--- src/hdl/reset_sync.sv ---
`timescale 1ns/1ps

module reset_sync #(
    parameter int RESET_CYCLES_LOG2 = 4
) (
    input  logic clk,
    input  logic ext_reset,
    output logic resetn
);

    logic [RESET_CYCLES_LOG2-1:0] reset_cnt;

    // clears at once on ext_reset low, counts up after release
    always_ff @(posedge clk or negedge ext_reset) begin
        if (!ext_reset) begin
            reset_cnt <= '0;
        end else if (!resetn) begin
            reset_cnt <= reset_cnt + 1'b1;
        end
    end

    // saturates at all ones, which also stops the count
    assign resetn = &reset_cnt;

endmodule

--- config.mk ---
export PLATFORM = sky130hd
export DESIGN_NAME = reset_sync
export DESIGN_NICKNAME = d
export VERILOG_FILES = /design/src/hdl/reset_sync.sv
export SDC_FILE = /design/constraint.sdc
export NUM_CORES = 1
export LEC_CHECK = 0
export ABC_AREA = 1
export BUFFER_PORTS_ARGS = -buffer_cell sky130_fd_sc_hd__buf_2
export CAP_MARGIN = 20
export CELL_PAD_IN_SITES_DETAIL_PLACEMENT = 0
export CELL_PAD_IN_SITES_GLOBAL_PLACEMENT = 2
export CORE_AREA = 2 2 39 41
export DETAILED_ROUTE_END_ITERATION = 8
export DIE_AREA = 0 0 41 43
export PLACE_DENSITY_LB_ADDON = 0.3
export SETUP_SLACK_MARGIN = 0.05
export SLEW_MARGIN = 25
export SYNTH_ARGS = -nofsm -noshare
export SYNTH_HDL_FRONTEND = slang
export SYNTH_SLANG_ARGS = --single-unit
--- constraint.sdc ---
create_clock -name clk -period 1 [get_ports clk]
set_input_delay 0.05 -clock clk [delete_from_list [all_inputs] [get_ports clk]]
set_output_delay 0.05 -clock clk [all_outputs]
set_load 0.01 [all_outputs]
==> impl_results.md <==
- Outcome: complete, but fails checks
- Failing checks: negative setup slack
- Biggest regs: reset_cnt (4)
- GRT met2 Usage: under 10%
- Worst-case reg-to-reg path depth: 6
- Clock sink count: 4
- Synth-to-layout area growth: 69.9%
- DR WL/cell: 8.09 um
- Worst setup margin: -0.0920 ns
- CP Capture Type: output pin
- Net count after synthesis: 29
- Share of the synthesized area in the top cell type: 49.1%
- Layout filler cell count: between 150 and 200
- Top reg by flops: reset_cnt
- Layout cells sized above 1: a little under half
- Hold crit path type: input port to async pin
- Yosys reg bits: 4
- Period utilization: 109%
- Max-cap violation count: 0
- Via Count: 192
- Sequential area share after synthesis: slightly below 50%
- Slew Viols, Final: 0
- 1st-pass router iterations: 4
- Worst VDD drop: roughly 0.00054 V
- DRC: 0
- Dpl hpwl: 313 um
- Die area: about 1800 sq um
- Fmax: a little over 0.9 GHz
- Cells after DPL: 46
- First-iteration detailed-routing DRC count: 4
- Worst-path clk slew: around 0.040 ns
- Die Wd: about 40 um
- Worst Tran Pin Value: around 0.16 ns
- Final cell count without fillers: 54
- Yosys cell types: 10
- Overall global routing resource usage: under 10%
- Cell Pwr Density: approximately 1100 nW/um^2
- Final WL: approximately 440 um
- Starting Density: between 10% and 20%
- Placer Congestion: 0.629
- Met1 usage: 8.47%
- ANT nets after route: 0
- Crit path required time: 0.95 ns
- Grt ovf: 0
- DR vias/cell: approximately 3.6
- Final setup violation count: 5
- Final core occ: approximately a quarter
- Critical Path Start Type: register
- Area leader, netlist: dfrtp_1
- Unrepaired setup endpoints after global routing: true
- Fin. Hold Viols: 0
- Port buffer count: 2
- Largest net degree at the start of global routing: 5
- Core footprint: roughly 1400 sq um
- Number of CTS-inserted buffers: 3
- Layout Skew: roughly 0.001 ns
- Global-route wire length before repair: 676 um
- Met3 Track Usage GR: 3.14%
- Max reg flops: 4
- H-tree depth: 1
- Worst skew pair latency: 0.23 ns
- Initial antenna violation count: 0
- CTS root buf: clkbuf_4
- DP Worst Slack: -0.00663 ns
- CTS tree: built
- Die Y-Extent: 43 um
- Antenna cells: 0
- Post-synthesis cell count: 26
- WP data arrival: between 1 and 1.5 ns
- Clock Tree Buf Depth: 2
- Final Critical Period: 1.09 ns
- Crit Path Max Fanout: 2
- Syn avg cell area: slightly below 8 sq um
- Num rows: 14
- Leakage Power: between 0.15 and 0.2 nW
- Nets: 43
- Top post-synthesis cells by area: dfrtp_1 49%, nand2_1 17%, inv_1 7.4%
- Num ports: 3
- Synthesized area: 204 sq um
- Crit Path Category: register to output pin
- Vias in the first global route: ~170
- Relative slew slack: 89.6%
- Synth warn: 0
- GR peak layer: met1
-- final cells by class --
cell class                 count  area [sq um]  area share, %
multi-input combinational     17           108           31.0
inverter                       5          21.3           6.14
clock buffer                   3          22.5           6.50
tap                           16          20.0           5.78
timing repair buffer           9          75.1           21.7
sequential                     4           100           28.9
-- final timing paths --
check | startpoint | to | slack [ns]
max | reset_cnt[1] | resetn | -0.09
min | ext_reset | reset_cnt[2] | 0.15
max reg2reg | reset_cnt[1] | reset_cnt[0] | -0.04
min reg2reg | reset_cnt[3] | reset_cnt[2] | 0.57
max in group asynchronous | ext_reset | reset_cnt[1] | 0.73
min in group clk | reset_cnt[3] | reset_cnt[2] | 0.57
-- layer usage --
metal | vias to the layer above | wire (um)
li1 | 101 | -
met1 | 87 | 205
met2 | 4 | 213
met3 | 0 | 18
met4 | 0 | 0
met5 | - | 0
-- cell usage after synthesis --
cell type  n
nand3_1    1
nor2_1     3
inv_1      4
inv_2      1
nor2_4     1
o21ai_0    1
nand2_1    9
dfrtp_1    4
nand2_2    1
ha_1       1
-- what timing repair did --
action / 4_1_cts / 5_1_grt
pin swaps: 4 / 3
gates resized for setup: 2 / 6
hold buffers: 1 / 0
endpoints found under the hold margin: 4 / 0
setup endpoints to repair: 4 / 5
buffers inserted: 3 / 1
-- cells in the final DEF (no fill, tap or decap), drive strengths merged --
cell type,count
dlygate4sd3,1
inv,5
ha,1
nand3,1
buf,8
clkbuf,3
nor2,4
o21ai,1
nand2,10
dfrtp,4
-- kinds of logic (layout without fill, tap and decap cells) --
kind of cell | Yosys count | after routing | share of synthesized area (%)
simple gates | 15 | 15 | 33.1
buf+inv | 5 | 17 | 9.20
flops | 4 | 4 | 49.1
fa+ha+maj | 1 | 1 | 6.13
compound gates | 1 | 1 | 2.45
-- critical path: stages, from the launching register on --
cell and delay, ns:
dfrtp_1 0.38, ha_4 0.17, nand2_4 0.06, nor2_4 0.09, buf_6 0.11
-- through the flow --
stage / total power [W] / TNS, ns / area [sq um] / hold WS, ns
after floorplan: 0.000165 / 0 / 209 / -0.246
after global placement: 0.000170 / 0 / 254 / -0.139
after detailed placement: 0.000169 / -0.00663 / 254 / -0.141
after CTS: 0.000379 / -0.372 / 315 / 0.153
after global routing: 0.000398 / -0.462 / 347 / 0.149
final: 0.000371 / -0.232 / 347 / 0.153
-- power breakdown --
part / switching, W / internal (W) / total [W]
Sequential: 0 / 0.000163 / 0.000163
Combinational: 0.00000332 / 0.00000397 / 0.00000729
Clock: 0.0000664 / 0.000134 / 0.000201
No activity file was read; power rests on OpenSTA's default activity.
