--- config.mk ---
export PLATFORM = sky130hd
export DESIGN_NAME = tick_counter
export DESIGN_NICKNAME = d
export VERILOG_FILES = /design/src/hdl/tick_counter.sv
export SDC_FILE = /design/constraint.sdc
export NUM_CORES = 1
export LEC_CHECK = 0
export BUFFER_PORTS_ARGS = -buffer_cell sky130_fd_sc_hd__buf_2
export CAP_MARGIN = 0
export CORE_MARGIN = 3
export CORE_UTILIZATION = 57
export CTS_CLUSTER_DIAMETER = 150
export DETAILED_ROUTE_END_ITERATION = 16
export PLACE_DENSITY = 0.8
export SETUP_SLACK_MARGIN = 0.5
export SYNTH_ARGS = -nofsm -noshare
export SYNTH_HDL_FRONTEND = slang
export SYNTH_SLANG_ARGS = --single-unit
--- constraint.sdc ---
create_clock -name clk -period 2.7 [get_ports clk]
set_input_delay 0.135 -clock clk [delete_from_list [all_inputs] [get_ports clk]]
set_output_delay 0.135 -clock clk [all_outputs]
set_load 0.03 [all_outputs]
--- src/hdl/tick_counter.sv ---
`timescale 1ns/1ps

module tick_counter #(
    parameter int DIVISION = 50
) (
    input  logic        clk,
    input  logic        rst_n,
    output logic [31:0] count,
    output logic        tick
);

    // prescaler needs at least one bit, even for DIVISION 1
    localparam int PW = (DIVISION > 1) ? $clog2(DIVISION) : 1;

    logic [PW-1:0] presc;

    // last prescaler state marks the tick
    assign tick = (presc == PW'(DIVISION - 1));

    always_ff @(posedge clk or negedge rst_n) begin
        if (!rst_n) begin
            presc <= '0;
            count <= '0;
        end else if (tick) begin
            presc <= '0;
            count <= count + 32'd1;
        end else begin
            presc <= presc + 1'b1;
        end
    end

endmodule

==> metrics.cfg <==
[outcome]
status=completed

[timing]
worst_slew_pin_slew_ps=813.6
finClkSkew_ps=2.290
slew_viol_final=0
min_period_ps=2034
slew_headroom=0.4576
setup_violations=0
fmax_ghz=0.4917
finalHoldViolCount=0
rsz0062_at_grt=false
finalSetupTns_ps=0
fin_crit_sh=0.7533
hold_ws_ps=404.8

[detailed_routing]
drc=0
via_count=1183
wl_per_cell_um=14.66
antenna_left=0
drt_iter0_drc=36
dr.pass1.iters=6
wirelength_um=3240
viasPerCell=5.353

[synthesis]
avgSynthCellArea_um2=11.64
synth-adder-area-share=0.02151
ys_types=23
synth_top_family_by_area=simple AND/OR/NAND/NOR gates
synth_seq_cells=38
syn-instance-count=150
synth_compound_area_frac=0
yosysSeqAreaShare=0.5448
synth.area.mux_share=0.006452
synthXorXnorAreaFrac=0.1756
synthSimpleGateAreaFrac=0.2344
syn_nets=155
yosysWarnings=0
syn_area_um2=1745

[final_layout]
nFillCells=222
fin_cells=221
mostFrequentLayoutCells=dfrtp_1 (38), buf_2 (34), xnor2_1 (24)
syn2layout_area_growth_pct=15.70
final_util=0.7138
drive_gt1_frac=0.2737
regArea_um2=950.9
nets=194
final_common_cell=dfrtp_1
antenna_cells=0
multi_input_area_um2=767.0

[global_route]
first_global_vias=1230
grt_remaining_overflow=0
antenna_found_initial=0
grt_max_degree=39
grt_pass1_wl_um=5492
grt.total_usage=0.1978

[pwr]
combPwrFrac=0.013
total_power_mw=0.9431
pwr-share-clk=0.384
irDropWorstVdd_v=0.0003482
p_leak_nw=1.075
switching_share=0.2067
seq_power_share=0.603
powerDensity_nw_per_um2=467.0
power.switching_mw=0.1950
internal_power_mw=0.7482

[worst_setup_path]
worst-path-max-fanout=11
cp-end-kind=primary output
cp.arrival_ps=1900
critPathKind=reg2out
cp-start-kind=flip-flop
critical_path_required_ps=2570

[clock_tree]
cts_buffer_depth=2
numCtsBuffers=5
clockRootBuffer=clkbuf_4
cts.sinks=38
path_clk_slew_ps=110
htree_levels=2
cts_tree=built
clk_latency_ps=350

[floorplan]
core_area_um2=2829
dieArea_um2=3762
dieHeight_um=61.34
io-pin-count=35
initial_core_util=0.6170
placementRows=19
die-width_um=61.34

[place]
dpl.hpwl_um=2358
portBuffers=34
place_congestion=0.8011
dp_cells=212

[job]
drv_cap=0

[worst_hold_path]
hp-class=in2async

==> final timing paths <==
check / start / endpoint / slack, ps / depth (start not counted)
setup / recovery: presc[1] / tick / 670 / 5
hold / removal: rst_n / count[16] / 400 / 2
setup reg to reg: presc[1] / count[27] / 790 / 7
hold reg to reg: count[31] / count[31] / 480 / 1
max in group asynchronous: rst_n / count[0] / 1780 / 2
min in group clk: count[31] / count[31] / 480 / 1
==> routing by layer <==
layer	track usage	vias up	wire [µm]
met3	0.05031	5	140
li1	-	590	-
met5	0	-	0
met4	0.07576	0	34
met2	0.3338	24	1588
met1	0.2443	564	1477
==> flip-flops by register name (all words and copies together) (netlist names) <==
name / count
count: 32
presc: 6
==> Yosys cell counts <==
| master | n | share of area |
|---|---|---|
| nand3_1 | 7 | 0.020 |
| and3_4 | 1 | 0.0065 |
| xnor2_1 | 24 | 0.12 |
| buf_4 | 2 | 0.0086 |
| nor3b_2 | 1 | 0.0072 |
| nand3_2 | 1 | 0.0057 |
| xor2_1 | 11 | 0.055 |
| nand4_1 | 10 | 0.036 |
| nand2_1 | 15 | 0.032 |
| and4_1 | 4 | 0.020 |
| nor4_4 | 1 | 0.012 |
| nand2_4 | 1 | 0.0065 |
| nand4_2 | 2 | 0.014 |
| and3_2 | 1 | 0.0043 |
| mux2_1 | 1 | 0.0065 |
| nor2_2 | 1 | 0.0036 |
| dfrtp_1 | 38 | 0.54 |
| ha_1 | 3 | 0.022 |
| and3_1 | 6 | 0.022 |
| inv_1 | 1 | 0.0021 |
| nor2_1 | 14 | 0.030 |
| and2_1 | 4 | 0.014 |
| buf_6 | 1 | 0.0065 |
==> per-stage QoR <==
step | instance area, µm² | setup WS (ps)
3_5_place_dp | 1928 | 589.0
2_1_floorplan | 1745 | 1019
5_1_grt | 2019 | 530.0
6_report | 2019 | 666.2
3_3_place_gp | 1928 | 723.2
4_1_cts | 2017 | 569.9
==> power groups by stage <==
stage | logic, mW | clock network, mW | registers (mW)
2_1_floorplan | 0.000000339 | 0 | 0.580
3_3_place_gp | 0.0112 | 0 | 0.580
3_5_place_dp | 0.0118 | 0 | 0.580
4_1_cts | 0.0129 | 0.370 | 0.569
5_1_grt | 0.0142 | 0.397 | 0.569
6_report | 0.0119 | 0.362 | 0.569
==> worst max-delay path, cell delays in order (launching register included) <==
cell and delay, ps:
dfrtp_1 430, inv_1 70, ha_1 130, nor3b_2 220
and2_1 420, buf_2 280
==> cell families after synthesis <==
family        count (synthesis)
xor+xnor                     35
fa+ha+maj                     3
mux                           1
simple gates                 69
flops                        38
buf+inv                       4
==> what timing repair did <==
action                     4_1_cts  5_1_grt
setup endpoints to repair        0       10
hold buffers                     1        0
gates resized for setup          0        1
buffers inserted                 0        0
hold endpoints to repair        38        0
==> final cells by class <==
type                            count  area share
Clock buffer                        8     0.03903
Inverter                            1    0.001859
Multi-Input combinational cell    108      0.3798
Sequential cell                    38      0.4709
Tap cell                           31     0.01921
Timing Repair Buffer               35     0.08922
No activity file was read; power rests on OpenSTA's default activity.
