--- config.mk ---
export PLATFORM = sky130hd
export DESIGN_NAME = button_port_flat
export DESIGN_NICKNAME = d
export VERILOG_FILES = /design/src/hdl/soc_data_pkg.sv /design/src/hdl/cpu_bus_if.sv /design/src/hdl/button_port.sv /design/src/flat_wrapper.sv
export SDC_FILE = /design/constraint.sdc
export NUM_CORES = 1
export LEC_CHECK = 0
export BUFFER_PORTS_ARGS = -buffer_cell sky130_fd_sc_hd__buf_2
export CORE_UTILIZATION = 31
export DETAILED_ROUTE_END_ITERATION = 7
export PLACE_DENSITY = 0.75
export SYNTH_ARGS = -nofsm -noshare
export SYNTH_HDL_FRONTEND = slang
export SYNTH_SLANG_ARGS = --single-unit
--- constraint.sdc ---
create_clock -name clk -period 0.85 [get_ports clk]
set_input_delay 0.17 -clock clk [delete_from_list [all_inputs] [get_ports clk]]
set_output_delay 0.17 -clock clk [all_outputs]
set_load 0.01 [all_outputs]
--- src/hdl/soc_data_pkg.sv ---
package soc_data_pkg;

    // data width of the bus
    parameter int XLEN = 32;

    // byte lanes per word
    parameter int LANES = 4;

    // one bus word, seen whole or lane by lane
    typedef union packed {
        logic [XLEN-1:0]         word;
        logic [LANES-1:0][7:0]   bytes;
    } bus_word_u;

endpackage

--- src/hdl/cpu_bus_if.sv ---
`timescale 1ns/1ps

// one decoded access, decoder to a single target
interface cpu_bus_if
    import soc_data_pkg::*;
();

    // strobes already gated by region
    logic             sel_ren;
    logic             sel_wen;
    // address with the region byte stripped
    logic [23:0]      offset;
    bus_word_u        wdata;
    logic [LANES-1:0] byte_select;
    // read word, valid the cycle after sel_ren
    bus_word_u        rdata;

    modport decoder (
        output sel_ren, sel_wen, offset, wdata, byte_select,
        input  rdata
    );

    modport target (
        input  sel_ren, sel_wen, offset, wdata, byte_select,
        output rdata
    );

endinterface

--- src/hdl/button_port.sv ---
`timescale 1ns/1ps

module button_port (
    input  logic       clk,
    input  logic       rst_n,
    input  logic [7:0] buttons,
    cpu_bus_if.target  bus
);

    // two flop sync, pins are asynchronous to clk
    logic [7:0] btn_meta;
    logic [7:0] btn_sync;

    always_ff @(posedge clk or negedge rst_n) begin
        if (!rst_n) begin
            btn_meta <= '0;
            btn_sync <= '0;
        end else begin
            btn_meta <= buttons;
            btn_sync <= btn_meta;
        end
    end

    // pattern in lane 0, upper lanes zero
    always_ff @(posedge clk) begin
        if (bus.sel_ren) begin
            bus.rdata.word     <= '0;
            bus.rdata.bytes[0] <= btn_sync;
        end
    end

endmodule

--- src/flat_wrapper.sv ---
// flat-port wrapper written by rule: the top's interface ports become plain ports
module button_port_flat 
  (clk, rst_n, buttons, bus_sel_ren, bus_sel_wen, bus_offset, bus_wdata, bus_byte_select, bus_rdata);
  cpu_bus_if bus_i ();
  input  logic clk;
  input  logic rst_n;
  input  logic [7:0] buttons;
  input wire logic [$bits(bus_i.sel_ren)-1:0] bus_sel_ren;
  input wire logic [$bits(bus_i.sel_wen)-1:0] bus_sel_wen;
  input wire logic [$bits(bus_i.offset)-1:0] bus_offset;
  input wire logic [$bits(bus_i.wdata)-1:0] bus_wdata;
  input wire logic [$bits(bus_i.byte_select)-1:0] bus_byte_select;
  output wire logic [$bits(bus_i.rdata)-1:0] bus_rdata;
  assign bus_i.sel_ren = bus_sel_ren;
  assign bus_i.sel_wen = bus_sel_wen;
  assign bus_i.offset = bus_offset;
  assign bus_i.wdata = bus_wdata;
  assign bus_i.byte_select = bus_byte_select;
  assign bus_rdata = bus_i.rdata;
  button_port u_core (.clk(clk), .rst_n(rst_n), .buttons(buttons), .bus(bus_i));
endmodule
==> metrics.md <==
| Metric | Value |
|---|---|
| DR pass1 iterations | `2` |
| Vias/cell | `3.21` |
| Design area | `~1000 um2` |
| Initial Utilization | `0.330` |
| Max-slew violations | `0` |
| Vias in the first global route | `roughly 320` |
| WP depth | `1` |
| H-tree levels | `1` |
| Worst path top cell family by delay | `flip-flops` |
| Crit end category | `output port` |
| CORE AREA | `roughly 2500 um2` |
| Worst Setup EP | `bus_rdata[4]` |
| Routed WL | `around 800 um` |
| Die Area | `2870 um2` |
| Reg-to-Reg Start | `u_core.btn_sync[4]` |
| Initial antenna violation count | `0` |
| CTS root buffer | `clkbuf_4` |
| Num rows | `18` |
| Maximum fanout along the worst path | `1` |
| Distinct cells, synth | `4` |
| Layout net count | `roughly 150` |
| Setup repair bufs after CTS | `0` |
| Final routed DRC violation total | `0` |
| PortBufs | `18` |
| Clock tree sinks | `24` |
| Area taken by multi-input logic gates | `around 90 um2` |
| CP Data Required Time | `680 ps` |
| Met2 usage | `0.115` |
| Min-Delay Startpoint | `bus_sel_ren` |
| CP Cell Sequence | `buf_2` |
| Maximum VDD drop | `roughly 0.0011 V` |
| DP Wirelength | `just over 600 um` |
| Commonest non-fill, non-tap cell in the layout | `conb_1` |
| Top-area cell type share of the netlist area | `0.486` |
| Shortest period the worst path allows | `between 1000 and 1500 ps` |
| Crit path max-delay cell type | `edfxtp_1` |
| Routed vias | `350` |
| Layout area overhead | `21.4%` |
| Global-route wire length before repair | `between 1000 and 1500 um` |
| CP Data Arrival Time | `about 830 ps` |
| GR Util met3 | `0.0254` |
| Ys Warns | `0` |
| Most frequent cells in the layout | `24 x conb_1, 18 x buf_2, 16 x dfrtp_1` |
| CTS buffer count | `3` |
| Layout cells sized above 1 | `0.278` |
| Area leader, netlist | `dfrtp_1` |
| DR iter-0 viols | `1` |
| # IOs | `~100` |
| Max incr delay on CP | `between 300 and 400 ps` |
| Total Power | `approximately 0.0022 W` |
| Max Freq | `997 MHz` |
| Reg-to-Reg End | `u_core.bus.rdata[4]` |
| FF/Latch Area | `approximately 640 um2` |
| Number of routed nets with antenna violations | `0` |
| Clock transition at path regs | `around 110 ps` |
| Synth area leaders | `dfrtp_1 49%, edfxtp_1 29%, buf_4 22%` |
| Final hold slack | `just over 200 ps` |
| Seq/Total Area, Yosys | `0.777` |
| Leakage | `0.479 nW` |
| Clock Latency Late Sink | `between 200 and 300 ps` |
| Post-Synthesis Cells | `49` |
| Fin. Hold Viols | `0` |
| Critical path class | `register to output port` |
| ANT cells | `0` |
| Setup Skew | `~0.71 ps` |
| Clk buf depth | `2` |
| Routed len/inst | `around 7.4 um` |
| GR peak layer | `met2` |
| PD cells | `2200 nW/um2` |
| Setup-failing EPs final | `8` |
| Hold crit path type | `input pin to register` |
| Post-DP Area | `around 860 um2` |
| CTS tree | `done` |
| Max Cap Violations | `0` |
| Synth Cell Area | `about 820 um2` |
| Grt met1 use | `0.0645` |
| Height of the die | `53.6 um` |
| CP Launch Type | `register` |
| R2R Setup Slk | `230 ps` |
| Filler cells | `~220` |
| RSZ-0062 raised after global routing | `true` |
| Synthesized flop and latch total | `24` |
| Status | `complete, but fails checks` |
| DIE WIDTH | `53.6 um` |
| Gr ovfl total | `0` |
| Gpl congestion | `0.656` |
| Period utilization | `1.18` |
| Setup ws final | `-153 ps` |
| FF-to-FF path depth | `0` |
| Violated checks | `negative setup slack` |
| Syn avg cell area | `16.8 um2` |
| Buffers and inverters on the worst path | `1` |
| Crit path from | `u_core.bus.rdata[4]` |
| Largest net degree at the start of global routing | `17` |
| GRT Util Overall | `0.0635` |
| Final core occ | `0.400` |
==> metrics by stage <==
step / setup slack (ps) / TNS [ps] / cells
6_report: -153 / -1050 / 109
5_1_grt: -208 / -1490 / 109
4_1_cts: -170 / -1180 / 109
3_5_place_dp: 167 / 0 / 96
3_3_place_gp: 200 / 0 / 96
2_1_floorplan: 266 / 0 / 72
==> what timing repair did <==
| action | 4_1_cts | 5_1_grt |
|---|---|---|
| hold buffers | 9 | 0 |
| hold endpoints to repair | 24 | 0 |
| setup endpoints to repair | 8 | 8 |
| gates resized for setup | 0 | 0 |
==> metal layers <==
| metal | up-vias | share of wire |
|---|---|---|
| met1 | 164 | 0.35 |
| met3 | 0 | 0.10 |
| met5 | - | 0 |
| met4 | 0 | 0 |
| met2 | 19 | 0.54 |
| li1 | 167 | - |
==> registers in the layout, summed over array words and instances (netlist names) <==
name              flops
u_core.btn_meta       8
u_core.btn_sync       8
u_core.bus.rdata      8
==> worst min-delay path by stage <==
stage | to | depth (start not counted) | slack, ps
2_1_floorplan | u_core.btn_meta[0] | 0 | -130
3_3_place_gp | u_core.btn_meta[6] | 1 | 70
3_5_place_dp | u_core.btn_meta[4] | 1 | 80
4_1_cts | u_core.bus.rdata[7] | 1 | 200
5_1_grt | u_core.bus.rdata[3] | 1 | 190
6_report | u_core.bus.rdata[7] | 1 | 200
==> cell usage after synthesis <==
library cell,count
buf_4,24
conb_1,1
dfrtp_1,16
edfxtp_1,8
==> layout make-up <==
class	count	area share
clock buffer	3	0.0225
clock inverter	1	0.0300
tap	30	0.0375
sequential	24	0.640
multi-input combinational	24	0.0900
timing repair buffer	27	0.180
==> cell families (layout without fill, tap and decap cells) <==
kind of cell	Yosys count	in the layout	synth area share
buffers and inverters	24	31	0.219
DFF	24	24	0.777
other	1	24	0.00455
==> where the power goes <==
| group | switching [W] | leakage, nW | total (W) | internal, W |
|---|---|---|---|---|
| combinational | 0.0000975 | 0.186 | 0.000156 | 0.0000589 |
| sequential | 0.0000148 | 0.265 | 0.00128 | 0.00126 |
| clock | 0.000289 | 0.0279 | 0.000765 | 0.000476 |
(Power assumes the default switching activity.)
