File: src/hdl/soc_data_pkg.sv
package soc_data_pkg;

    // data width of the bus
    parameter int XLEN = 32;

    // byte lanes per word
    parameter int LANES = 4;

    // one bus word, seen whole or lane by lane
    typedef union packed {
        logic [XLEN-1:0]         word;
        logic [LANES-1:0][7:0]   bytes;
    } bus_word_u;

endpackage

File: src/hdl/soc_map_pkg.sv
package soc_map_pkg;

    // target picked by address bits 31:24
    typedef enum logic [2:0] {
        REG_NONE  = 3'd0,
        REG_CLINT = 3'd1,
        REG_MEM   = 3'd2,
        REG_BTN   = 3'd3,
        REG_CNT   = 3'd4
    } region_e;

    // region byte of each target
    localparam logic [7:0] REGION_CLINT_BASE = 8'h02;
    localparam logic [7:0] REGION_MEM_BASE   = 8'h10;
    localparam logic [7:0] REGION_BTN_BASE   = 8'h20;
    localparam logic [7:0] REGION_CNT_BASE   = 8'h30;

    // clint register offsets, usual riscv layout
    localparam logic [15:0] CLINT_MSIP_OFF    = 16'h0000;
    localparam logic [15:0] CLINT_CMP_LO_OFF  = 16'h4000;
    localparam logic [15:0] CLINT_CMP_HI_OFF  = 16'h4004;
    localparam logic [15:0] CLINT_TIME_LO_OFF = 16'hBFF8;
    localparam logic [15:0] CLINT_TIME_HI_OFF = 16'hBFFC;

    // counter block offsets
    localparam logic [3:0] CNT_CYCLE_OFF = 4'h0;
    localparam logic [3:0] CNT_TICK_OFF  = 4'h4;

endpackage

File: src/hdl/cpu_bus_if.sv
`timescale 1ns/1ps

// one decoded access, decoder to a single target
interface cpu_bus_if
    import soc_data_pkg::*;
();

    // strobes already gated by region
    logic             sel_ren;
    logic             sel_wen;
    // address with the region byte stripped
    logic [23:0]      offset;
    bus_word_u        wdata;
    logic [LANES-1:0] byte_select;
    // read word, valid the cycle after sel_ren
    bus_word_u        rdata;

    modport decoder (
        output sel_ren, sel_wen, offset, wdata, byte_select,
        input  rdata
    );

    modport target (
        input  sel_ren, sel_wen, offset, wdata, byte_select,
        output rdata
    );

endinterface

File: src/hdl/clint.sv
`timescale 1ns/1ps

module clint
    import soc_data_pkg::*;
    import soc_map_pkg::*;
(
    input  logic      clk,
    input  logic      rst_n,
    input  logic      mtime_tick,
    cpu_bus_if.target bus,
    output logic      msw_irq,
    output logic      mtimer_irq
);

    logic        msip;
    logic [63:0] mtime;
    logic [63:0] mtimecmp;
    // timer irq stays quiet until software sets a compare value
    logic        cmp_armed;

    always_ff @(posedge clk or negedge rst_n) begin
        if (!rst_n) begin
            msip       <= 1'b0;
            mtime      <= '0;
            mtimecmp   <= '0;
            cmp_armed  <= 1'b0;
            mtimer_irq <= 1'b0;
        end else begin
            if (mtime_tick) begin
                mtime <= mtime + 64'd1;
            end
            // compare registered, irq lags mtime by one cycle
            mtimer_irq <= cmp_armed && (mtime >= mtimecmp);
            if (bus.sel_wen) begin
                // msip is bit 0 of lane 0
                if (bus.offset == {8'h00, CLINT_MSIP_OFF} && bus.byte_select[0]) begin
                    msip <= bus.wdata.word[0];
                end
                // mtimecmp written as two words, lane by lane
                if (bus.offset == {8'h00, CLINT_CMP_LO_OFF}) begin
                    cmp_armed <= 1'b1;
                    for (int i = 0; i < LANES; i++) begin
                        if (bus.byte_select[i]) begin
                            mtimecmp[8*i +: 8] <= bus.wdata.bytes[i];
                        end
                    end
                end
                if (bus.offset == {8'h00, CLINT_CMP_HI_OFF}) begin
                    cmp_armed <= 1'b1;
                    for (int i = 0; i < LANES; i++) begin
                        if (bus.byte_select[i]) begin
                            mtimecmp[32 + 8*i +: 8] <= bus.wdata.bytes[i];
                        end
                    end
                end
            end
        end
    end

    assign msw_irq = msip;

    // read port, unknown offsets give zero
    always_ff @(posedge clk) begin
        if (bus.sel_ren) begin
            case (bus.offset)
                {8'h00, CLINT_MSIP_OFF}:    bus.rdata.word <= {31'd0, msip};
                {8'h00, CLINT_CMP_LO_OFF}:  bus.rdata.word <= mtimecmp[31:0];
                {8'h00, CLINT_CMP_HI_OFF}:  bus.rdata.word <= mtimecmp[63:32];
                {8'h00, CLINT_TIME_LO_OFF}: bus.rdata.word <= mtime[31:0];
                {8'h00, CLINT_TIME_HI_OFF}: bus.rdata.word <= mtime[63:32];
                default:                    bus.rdata.word <= '0;
            endcase
        end
    end

endmodule

File: src/flat_wrapper.sv
// flat-port wrapper written by rule: the top's interface ports become plain ports
module clint_flat import soc_data_pkg::*; import soc_map_pkg::*;
  (clk, rst_n, mtime_tick, msw_irq, mtimer_irq, bus_sel_ren, bus_sel_wen, bus_offset, bus_wdata, bus_byte_select, bus_rdata);
  cpu_bus_if bus_i ();
  input  logic clk;
  input  logic rst_n;
  input  logic mtime_tick;
  output logic msw_irq;
  output logic mtimer_irq;
  input wire logic [$bits(bus_i.sel_ren)-1:0] bus_sel_ren;
  input wire logic [$bits(bus_i.sel_wen)-1:0] bus_sel_wen;
  input wire logic [$bits(bus_i.offset)-1:0] bus_offset;
  input wire logic [$bits(bus_i.wdata)-1:0] bus_wdata;
  input wire logic [$bits(bus_i.byte_select)-1:0] bus_byte_select;
  output wire logic [$bits(bus_i.rdata)-1:0] bus_rdata;
  assign bus_i.sel_ren = bus_sel_ren;
  assign bus_i.sel_wen = bus_sel_wen;
  assign bus_i.offset = bus_offset;
  assign bus_i.wdata = bus_wdata;
  assign bus_i.byte_select = bus_byte_select;
  assign bus_rdata = bus_i.rdata;
  clint u_core (.clk(clk), .rst_n(rst_n), .mtime_tick(mtime_tick), .bus(bus_i), .msw_irq(msw_irq), .mtimer_irq(mtimer_irq));
endmodule
File: config.mk
export PLATFORM = sky130hd
export DESIGN_NAME = clint_flat
export DESIGN_NICKNAME = d
export VERILOG_FILES = /design/src/hdl/soc_data_pkg.sv /design/src/hdl/soc_map_pkg.sv /design/src/hdl/cpu_bus_if.sv /design/src/hdl/clint.sv /design/src/flat_wrapper.sv
export SDC_FILE = /design/constraint.sdc
export NUM_CORES = 1
export LEC_CHECK = 0
export ABC_AREA = 1
export BUFFER_PORTS_ARGS = -buffer_cell sky130_fd_sc_hd__clkbuf_2
export CAP_MARGIN = 25
export CELL_PAD_IN_SITES_DETAIL_PLACEMENT = 1
export CELL_PAD_IN_SITES_GLOBAL_PLACEMENT = 1
export CORE_ASPECT_RATIO = 2
export CORE_MARGIN = 8
export CORE_UTILIZATION = 50
export CTS_BUF_LIST = sky130_fd_sc_hd__clkbuf_4 sky130_fd_sc_hd__clkbuf_8
export DETAILED_ROUTE_END_ITERATION = 7
export GPL_ROUTABILITY_DRIVEN = 1
export HOLD_SLACK_MARGIN = 0.15
export PLACE_DENSITY_LB_ADDON = 0.12
export SLEW_MARGIN = 0
export SYNTH_ARGS = -nofsm -noshare
export SYNTH_HDL_FRONTEND = slang
export SYNTH_SLANG_ARGS = --single-unit
File: constraint.sdc
create_clock -name clk -period 3.41 [get_ports clk]
set_input_delay 0.5115 -clock clk [delete_from_list [all_inputs] [get_ports clk]]
set_output_delay 0.5115 -clock clk [all_outputs]
set_load 0.02 [all_outputs]
==> out/results.ini, run 1 <==
[run_status]
status=complete, no violations

[grt]
overflow=0
antenna_found_initial=0
grt_max_degree=78
grt_pass1_wl_um=60800
grtUsageTotal_pct=31.1
first_global_vias=11093

[clock_network]
cts_buffers=17
cts_resized=0
clockBufferDepth=2
clk_latency_ps=510
cts_tree=built
hold_buffers=1
cts_setup_buffers=0
clk_pin_slew_ps=100
htreeDepth=4
root_buffer=clkbuf_8
numClockSinks=163

[yosys]
ys_async_sr_fraction_pct=80.4
synth_fa_ha_area_share_pct=7.91
synth.largest_area_cell=dfrtp_1
ys_ff_latch=163
synth_cells=1309
synth.most_common_cell=nand2_1
synth_top_family_by_area=simple AND/OR/NAND/NOR gates
yosys-top-cells-area=dfrtp_1 32%, nand2_1 11%, edfxtp_1 9.3%
netlist_area_um2=10300
synth_common_cells=289 x nand2_1, 170 x inv_1, 131 x dfrtp_1, 120 x nand4_1, 114 x nand3_1
synth_top_area_share_pct=31.9
yosys_most_used_dff=dfrtp_1
avgSynthCellArea_um2=7.85
seq_area_frac_synth_pct=41.2
yosysUniqueCellTypes=37
synth_simple_gate_area_share_pct=32.5
yosys_warnings=0
syn_nets=1439
synthMuxAreaShare_pct=0
synth-compound-area-share_pct=5.84
synth-edff-count=32
post_synth_xor_area_fraction_pct=4.18

[sta]
finalCriticalPeriod_ps=2390
finClkSkew_ps=14.0
maxSlewHeadroom_pct=34.8
min_period_over_period_pct=70.1
setup-tns-final_ps=0
fmaxAchievable_mhz=419
setup_viol=0
worst_slew_pin_slew_ps=977
rsz0062_at_grt=false
hold_violations=0
report.final.slew_viol_count=0

[floorplan]
die-area_um2=25700
start_util_pct=50.7
die_h_um=219
placementRows=74
io_pins=99
core-area_um2=20300
die_w_um=117

[final_layout]
fill_cells=2598
multi_input_area_um2=5200
ff_latch_area_um2=4240
area_growth_pct=12.0
drive_above_1_share_pct=12.1
nets=1529
antenna_cells=0
fin_util_pct=56.8
final_area_um2=11500
fin_cells=1678

[critical_path]
cp_data_required_time_ps=3820
timing.rr.start=u_core.mtime[4]$_DFFE_PN0P_
r2r-end=u_core.mtime[43]$_DFFE_PN0P_
cp_data_arrival_time_ps=2800
cp-start-kind=flip-flop
regToRegSetupSlack_ps=1020
end_kind=flip-flop
r2r_cells=11
crit_type=flip-flop to flip-flop
crit_fanout=5

[placement]
port_buffers=98
placedInstanceArea_um2=11100
dp_cells=1645
place_congestion=0.941
dpl.hpwl_um=30300

[drt]
via_per_inst=5.99
drt-wirelength-per-cell_um=23.3
drtIter0Drc=593
first_pass_iters=7
route.final.wire_length_um=39100
drc_errors=0
vias=10045
ant_nets=0

[min_path]
hold_depth=3
hp-start=bus_wdata[24]
worstHoldEndpoint=u_core.mtimecmp[56]$_DFFE_PN0P_
hp-class=input port to flip-flop

[power]
power_density_nw_per_um2=367
power_w=0.00423
peakVddDrop_v=0.000273
leakagePower_nw=5.67

[flow_run]
max-cap-violations=0

## cells in the final DEF (no fill, tap or decap), types with 2 or more instances in the layout
master,n
a21o_1,2
a21oi_1,29
and3_1,2
buf_12,2
buf_4,16
bufinv_16,3
clkbuf_2,97
clkbuf_8,20
clkinv_2,3
clkinv_4,4
clkinvlp_4,2
dfrtp_1,131
edfxtp_1,32
ha_1,65
inv_1,170
nand2_1,289
nand3_1,114
nand3b_1,7
nand4_1,120
nor2_1,104
nor2_2,5
nor2_4,5
nor2_8,4
nor3_1,34
nor3_2,2
nor3_4,2
nor4_1,2
o21a_1,3
o21ai_0,80
o21ai_1,2
or2_1,2
xnor2_1,19
xor2_1,30
## kinds of logic after synthesis
logic type | after synthesis
adder cells (fa/ha/maj) | 65
buffers and inverters | 216
AND/OR/NAND/NOR | 699
XOR/XNOR | 49
AO/OA/AOI/OAI | 117
flip-flops | 163
## per-layer routing
| layer | share of wire (%) | global-route usage [%] |
|---|---|---|
| met5 | 0 | 0 |
| met4 | 8.4 | 25.7 |
| met3 | 4.0 | 5.71 |
| met2 | 55 | 58.7 |
| met1 | 33 | 28.2 |
## report_power, final
part           switching (W)  internal (W)  leakage [nW]
logic               0.000307      0.000148          3.69
registers           0.000146       0.00205          1.76
clock network       0.000797      0.000781         0.215
total                0.00125       0.00298          5.67
## layout make-up
class,count,area share (%)
Inverter,170,5.54
Sequential cell,163,36.8
Clock inverter,12,1.35
Clock buffer,20,2.39
Tap cell,266,2.89
Timing Repair Buffer,117,5.79
Multi-Input combinational cell,930,45.2
## sequential cells by signal, indices dropped and copies added, names as in the netlist
name,cells
u_core.mtimecmp,64
u_core.msw_irq,1
u_core.cmp_armed,1
u_core.mtimer_irq,1
u_core.bus.rdata,32
u_core.mtime,64
## per-stage QoR
step	hold slack [ps]	setup slack, ps
after floorplan	216	1470
after global routing	195	771
after CTS	187	1040
final	214	1020
after global placement	436	949
after detailed placement	449	834
## how the worst max path moves through the flow
stage                                            from                              end  slack, ps  cells past startpoint
after global routing      u_core.mtime[4]$_DFFE_PN0P_     u_core.mtime[43]$_DFFE_PN0P_        770                     11
after global placement                  bus_offset[1]  u_core.mtimecmp[15]$_DFFE_PN0P_        950                      7
after floorplan                        bus_offset[13]  u_core.mtimecmp[32]$_DFFE_PN0P_       1470                      8
after CTS                 u_core.mtime[4]$_DFFE_PN0P_     u_core.mtime[43]$_DFFE_PN0P_       1040                     11
final                     u_core.mtime[4]$_DFFE_PN0P_     u_core.mtime[43]$_DFFE_PN0P_       1020                     11
after detailed placement                bus_offset[1]   u_core.mtimecmp[8]$_DFFE_PN0P_        830                      7
## worst max-delay path, stage by stage (launching register included)
cell and delay [ps]:
dfrtp_1 530, nand2_1 190, inv_1 120, nand3_1 70, nor2_1 160, nand3_1 140
nor2_1 250, nand3_1 310, nor2_2 310, nand2_1 90, nand2_1 60, nand2_1 50
No activity file was read; power rests on OpenSTA's default activity.
==> inputs of run 2 (changes only) <==
--- a/config.mk
+++ b/config.mk
@@ -12,7 +12,7 @@
 export CELL_PAD_IN_SITES_GLOBAL_PLACEMENT = 1
 export CORE_ASPECT_RATIO = 2
 export CORE_MARGIN = 8
-export CORE_UTILIZATION = 50
+export CORE_UTILIZATION = 42
 export CTS_BUF_LIST = sky130_fd_sc_hd__clkbuf_4 sky130_fd_sc_hd__clkbuf_8
 export DETAILED_ROUTE_END_ITERATION = 7
 export GPL_ROUTABILITY_DRIVEN = 1
==> constraint.sdc (replaced) <==
create_clock -name clk -period 2.01 [get_ports clk]
set_input_delay 0.3015 -clock clk [delete_from_list [all_inputs] [get_ports clk]]
set_output_delay 0.3015 -clock clk [all_outputs]
set_load 0.02 [all_outputs]
==> out/results.ini, run 2 (synthesis results as in run 1) <==
[placement]
placedInstanceArea_um2=11900  ; +7.7%
place_congestion=0.916  ; -2.6%
pre_cts_ws_ps=8.88  ; -826 ps
dpl.hpwl_um=31000  ; +2.3%
port_buffers=98  ; unchanged
dp_cells=1765  ; +7.3%

[grt]
first_global_vias=11192  ; +0.89%
grt_max_degree=50  ; -36%
grtUsageTotal_pct=26.8  ; -4.3 points
grt_pass1_wl_um=61800  ; +1.7%
antenna_found_initial=1  ; +1
overflow=0  ; unchanged

[final_layout]
nets=1661  ; +8.6%
drive_above_1_share_pct=20.2  ; +8.1 points
fin_cells=1835  ; +9.4%
fill_cells=3030  ; +17%
most-common-layout-cells=283 x nand2_1, 169 x inv_1, 120 x nand4_1
mostFrequentLayoutCell=nand2_1
reg_top3=u_core.mtime x64, u_core.mtimecmp x64, u_core.bus.rdata x32
final_area_um2=12900  ; +12%
area_growth_pct=25.2

[critical_path]
max_stage_delay_ps=370  ; -160 ps
cp_data_required_time_ps=2400  ; -1420 ps
critPathBufInv=1  ; unchanged
end_kind=flip-flop
cp-start-kind=flip-flop
crit_fanout=3  ; -2
cp_data_arrival_time_ps=2380  ; -420 ps
crit_slowest_cell=dfrtp_1
crit_type=flip-flop to flip-flop
cp_top_family=simple AND/OR/NAND/NOR gates
path_cells=ha_2, nand3_4, nor2_4, nand2_2, nor2_4, nand2_2, nor3_4, buf_4, nand3b_1, xor2_1

[clock_network]
cts_tree=built
numClockSinks=163  ; unchanged
cts_buffers=17  ; unchanged
clockBufferDepth=2  ; unchanged
htreeDepth=4  ; unchanged
clk_pin_slew_ps=90  ; about the same
root_buffer=clkbuf_8
clk_latency_ps=510  ; about the same

[power]
leakagePower_nw=6.32  ; +12%
internal-power_w=0.00520  ; +75%
power_density_nw_per_um2=573  ; +56%
power_w=0.00738  ; +74%
p_switching_w=0.00218  ; +74%
seqPwrFrac_pct=48.9  ; -3.0 points
power_frac_clock_pct=35.5  ; -1.8 points
peakVddDrop_v=0.000589  ; +120%
combPwrFrac_pct=15.6  ; +4.8 points
swShare_pct=29.5  ; -0.039 points

[floorplan]
die_w_um=127  ; +7.9%
io_pins=99  ; unchanged
placementRows=81  ; +9.5%
die-area_um2=30000  ; +17%
start_util_pct=42.4  ; -8.3 points
die_h_um=237  ; +8.4%
core-area_um2=24200  ; +19%

[drt]
drtIter0Drc=614  ; +3.5%
drt-wirelength-per-cell_um=21.5  ; -8.0%
drc_errors=0  ; unchanged
ant_nets=0  ; unchanged
route.final.wire_length_um=39400  ; +0.60%
wl_met2_um=20600  ; -4.2%
vias=10272  ; +2.3%
m1WireLength_um=15500  ; +21%
routed.top_layer=met4
first_pass_iters=5  ; -2
wl_met3_um=1460  ; -5.9%
via_per_inst=5.60  ; -6.5%

[run_status]
status=complete, no violations

[sta]
setup_viol=0  ; unchanged
maxSlewHeadroom_pct=62.5  ; +28 points
finClkSkew_ps=11.7  ; -2.37 ps
fmaxAchievable_mhz=501  ; +20%
min_period_over_period_pct=99.2  ; +29 points
rsz0062_at_grt=true
finalCriticalPeriod_ps=1990  ; -395 ps
whs_ps=264  ; +49.2 ps
report.final.slew_viol_count=0  ; unchanged
worst_slew_pin_slew_ps=562  ; -415 ps
hold_violations=0  ; unchanged
setup_ws_ps=15.8  ; -1010 ps

[min_path]
hp-class=input port to flip-flop

[flow_run]
max-cap-violations=0  ; unchanged

==> run 2: path summary, 6_finish.rpt <==
kind                                         startpoint                             end  slack (ps)  cells after the start
setup reg to reg            u_core.mtime[1]$_DFFE_PN0P_    u_core.mtime[52]$_DFFE_PN0P_          20                     10
min in group asynchronous                         rst_n  u_core.mtimecmp[0]$_DFFE_PN0P_         330                      2
hold reg to reg            u_core.cmp_armed$_DFFE_PN0P_    u_core.cmp_armed$_DFFE_PN0P_         500                      2
hold / removal                               mtime_tick     u_core.mtime[2]$_DFFE_PN0P_         260                      5
setup / recovery            u_core.mtime[1]$_DFFE_PN0P_    u_core.mtime[52]$_DFFE_PN0P_          20                     10
max in group asynchronous                         rst_n    u_core.mtime[24]$_DFFE_PN0P_        1030                      3
==> run 2: power by group through the flow <==
stage | sequential (W) | clock (W) | combinational [W]
CTS | 0.00360 | 0.00267 | 0.00111
global placement | 0.00365 | 0 | 0.000995
finish | 0.00361 | 0.00262 | 0.00115
global route | 0.00362 | 0.00276 | 0.00127
floorplan | 0.00370 | 0 | 0.000347
detailed placement | 0.00366 | 0 | 0.00104
==> run 2: worst register-to-register path: cells and delay by family (launching register included) <==
| kind | cells | cell delay [ps] |
|---|---|---|
| xor gates and xnor gates | 1 | 180 |
| and+or+nand+nor | 7 | 960 |
| adders and majority gates | 1 | 220 |
| DFF | 1 | 370 |
| buffers and inverters | 1 | 150 |
==> run 2: stage by stage <==
| step | setup TNS, ps | utilization [%] |
|---|---|---|
| 2_1_floorplan | 0 | - |
| 3_3_place_gp | 0 | 49.2 |
| 3_5_place_dp | 0 | 49.2 |
| 4_1_cts | 0 | 52.4 |
| 5_1_grt | -72.2 | 53.1 |
| 6_report | 0 | 53.1 |
==> run 2: cell type report <==
type | instances | area [um^2] | share of cell area, %
Clock inverter | 13 | 160 | 1.24
Sequential cell | 163 | 4260 | 33.1
Tap cell | 290 | 363 | 2.82
Inverter | 170 | 638 | 4.96
Timing Repair Buffer | 249 | 1840 | 14.3
Clock buffer | 19 | 255 | 1.98
Multi-Input combinational cell | 930 | 5350 | 41.6
Antenna cell | 1 | 2.50 | 0.0194
==> run 2: timing repair <==
action | 4_1_cts | 5_1_grt
endpoints found under the hold margin | 133 | 0
pin swaps | 0 | 7
gates resized for setup | 2 | 48
endpoints found under the setup margin | 2 | 27
hold buffers | 34 | 0
buffers inserted | 0 | 3
==> run 2: layer usage <==
metal	vias to the layer above	global-route usage (%)
met5	-	0
met3	84	5.10
li1	4819	-
met4	0	14.4
met1	5122	29.1
met2	247	48.1
==> inputs of run 3 (changes only) <==
--- a/config.mk
+++ b/config.mk
@@ -12,7 +12,7 @@
 export CELL_PAD_IN_SITES_GLOBAL_PLACEMENT = 1
 export CORE_ASPECT_RATIO = 2
 export CORE_MARGIN = 8
-export CORE_UTILIZATION = 42
+export CORE_UTILIZATION = 50
 export CTS_BUF_LIST = sky130_fd_sc_hd__clkbuf_4 sky130_fd_sc_hd__clkbuf_8
 export DETAILED_ROUTE_END_ITERATION = 7
 export GPL_ROUTABILITY_DRIVEN = 1
==> constraint.sdc (replaced) <==
create_clock -name clk -period 2.3 [get_ports clk]
set_input_delay 0.345 -clock clk [delete_from_list [all_inputs] [get_ports clk]]
set_output_delay 0.345 -clock clk [all_outputs]
set_load 0.02 [all_outputs]
==> out/results.ini, run 3 (synthesis results as in run 1) <==
[grt]
overflow=0  ; unchanged
grt_pass1_wl_um=66300  ; +7.3%
first_global_vias=11703  ; +4.6%
grtUsageTotal_pct=34.1  ; +7.3 points
antenna_found_initial=0  ; -1
grt_max_degree=43  ; -14%

[floorplan]
placementRows=74  ; -8.6%
io_pins=99  ; unchanged
die_w_um=117  ; -7.3%
core-area_um2=20300  ; -16%
start_util_pct=50.7  ; +8.3 points
die_h_um=219  ; -7.8%
die-area_um2=25700  ; -15%

[critical_path]
timing.rr.start=u_core.mtime[15]$_DFFE_PN0P_
end_kind=flip-flop
crit_type=flip-flop to flip-flop
crit_start=u_core.mtime[15]$_DFFE_PN0P_
cp_data_arrival_time_ps=2560  ; +180 ps
cp-start-kind=flip-flop
cp_data_required_time_ps=2710  ; +310 ps
crit_fanout=4  ; +1

[clock_network]
numClockSinks=163  ; unchanged
clk_pin_slew_ps=100  ; about the same
cts_setup_buffers=0  ; unchanged
clockBufferDepth=2  ; unchanged
cts_buffers=17  ; unchanged
cts_tree=built
root_buffer=clkbuf_8
htreeDepth=4  ; unchanged
clk_latency_ps=520  ; about the same

[drt]
ant_nets=0  ; unchanged
route.final.wire_length_um=43200  ; +9.9%
via_per_inst=6.06  ; +8.2%
drt-wirelength-per-cell_um=24.5  ; +14%
vias=10692  ; +4.1%
drc_errors=0  ; unchanged
drtIter0Drc=987  ; +61%
first_pass_iters=7  ; +2

[sta]
report.final.slew_viol_count=0  ; unchanged
fmaxAchievable_mhz=464  ; -7.5%
min_period_over_period_pct=93.8  ; -5.5 points
finalCriticalPeriod_ps=2160  ; +162 ps
whs_ps=322  ; +57.9 ps
hold_violations=0  ; unchanged
finClkSkew_ps=20.1  ; +8.46 ps
setup_viol=0  ; unchanged
rsz0062_at_grt=false
setup-tns-final_ps=0  ; unchanged
worst_slew_pin_slew_ps=529  ; -32.9 ps
maxSlewHeadroom_pct=64.4  ; +1.9 points

[power]
power_density_nw_per_um2=511  ; -11%
leakagePower_nw=6.08  ; -3.7%
power_w=0.00628  ; -15%
peakVddDrop_v=0.000378  ; -36%

[placement]
port_buffers=98  ; unchanged
dpl.hpwl_um=32100  ; +3.4%
dp_cells=1698  ; -3.8%
place_congestion=0.973  ; +6.1%

[final_layout]
area_growth_pct=19.6
mostFrequentLayoutCell=nand2_1
antenna_cells=0  ; -1
drive_above_1_share_pct=15.0  ; -5.2 points
nets=1616  ; -2.7%
fin_cells=1765  ; -3.8%
reg_top3=u_core.mtime x64, u_core.mtimecmp x64, u_core.bus.rdata x32
fill_cells=2568  ; -15%
fin_util_pct=60.6  ; +7.5 points
most-common-layout-cells=289 x nand2_1, 170 x inv_1, 131 x dfrtp_1

[min_path]
hp-class=input port to async pin

[flow_run]
max-cap-violations=0  ; unchanged

[run_status]
status=complete, no violations

==> run 3: final timing paths <==
| path | to | slack, ps | cells after the start |
|---|---|---|---|
| max in group asynchronous | u_core.mtime[34]$_DFFE_PN0P_ | 1310 | 3 |
| worst max-delay path | u_core.mtime[50]$_DFFE_PN0P_ | 140 | 10 |
| worst max register to register | u_core.mtime[50]$_DFFE_PN0P_ | 140 | 10 |
| worst min-delay path | u_core.mtimecmp[47]$_DFFE_PN0P_ | 320 | 2 |
| min in group clk | u_core.msw_irq$_DFFE_PN0P_ | 340 | 7 |
| worst min register to register | u_core.mtime[63]$_DFFE_PN0P_ | 550 | 2 |
==> run 3: power breakdown <==
group | switching, W | internal, W
combinational | 0.000544 | 0.000319
clock | 0.00121 | 0.00102
sequential | 0.000148 | 0.00304
==> run 3: timing repair <==
item,CTS,global route
resized for setup,0,1
endpoints found under the hold margin,119,0
setup endpoints to repair,0,1
hold buffers,35,0
==> run 3: final cells by class <==
class / instances / area (um^2) / area share [%]
clock inverters: 12 / 130 / 1.06
well taps: 266 / 333 / 2.71
inverters: 170 / 638 / 5.19
repair buffers: 204 / 1480 / 12.0
flip-flops and latches: 163 / 4240 / 34.5
clock buffers: 20 / 263 / 2.14
multi-input cells: 930 / 5210 / 42.4
==> run 3: routing by layer <==
| layer | part of all wire, % | global-route usage [%] | vias up |
|---|---|---|---|
| met5 | 0 | 0 | - |
| met4 | 9.1 | 30.3 | 0 |
| met3 | 4.1 | 5.56 | 192 |
| met2 | 54 | 62.8 | 458 |
| met1 | 33 | 32.0 | 5316 |
| li1 | - | - | 4726 |
==> run 3: through the flow <==
stage / instance area (um^2) / worst slack [ps]
floorplan: 10300 / 408
global placement: 11500 / 280
detailed placement: 11500 / 218
CTS: 12300 / 169
global route: 12300 / 11.0
finish: 12300 / 144
==> run 3: critical path: stages, from the launching register on <==
cell and delay (ps):
dfrtp_1 420, inv_1 90, nor3_1 460, nand2_1 170, nor3_1 360, buf_4 190
nand3_1 100, nand2_1 90, nand2_1 50, nand2_1 50, o21ai_0 70
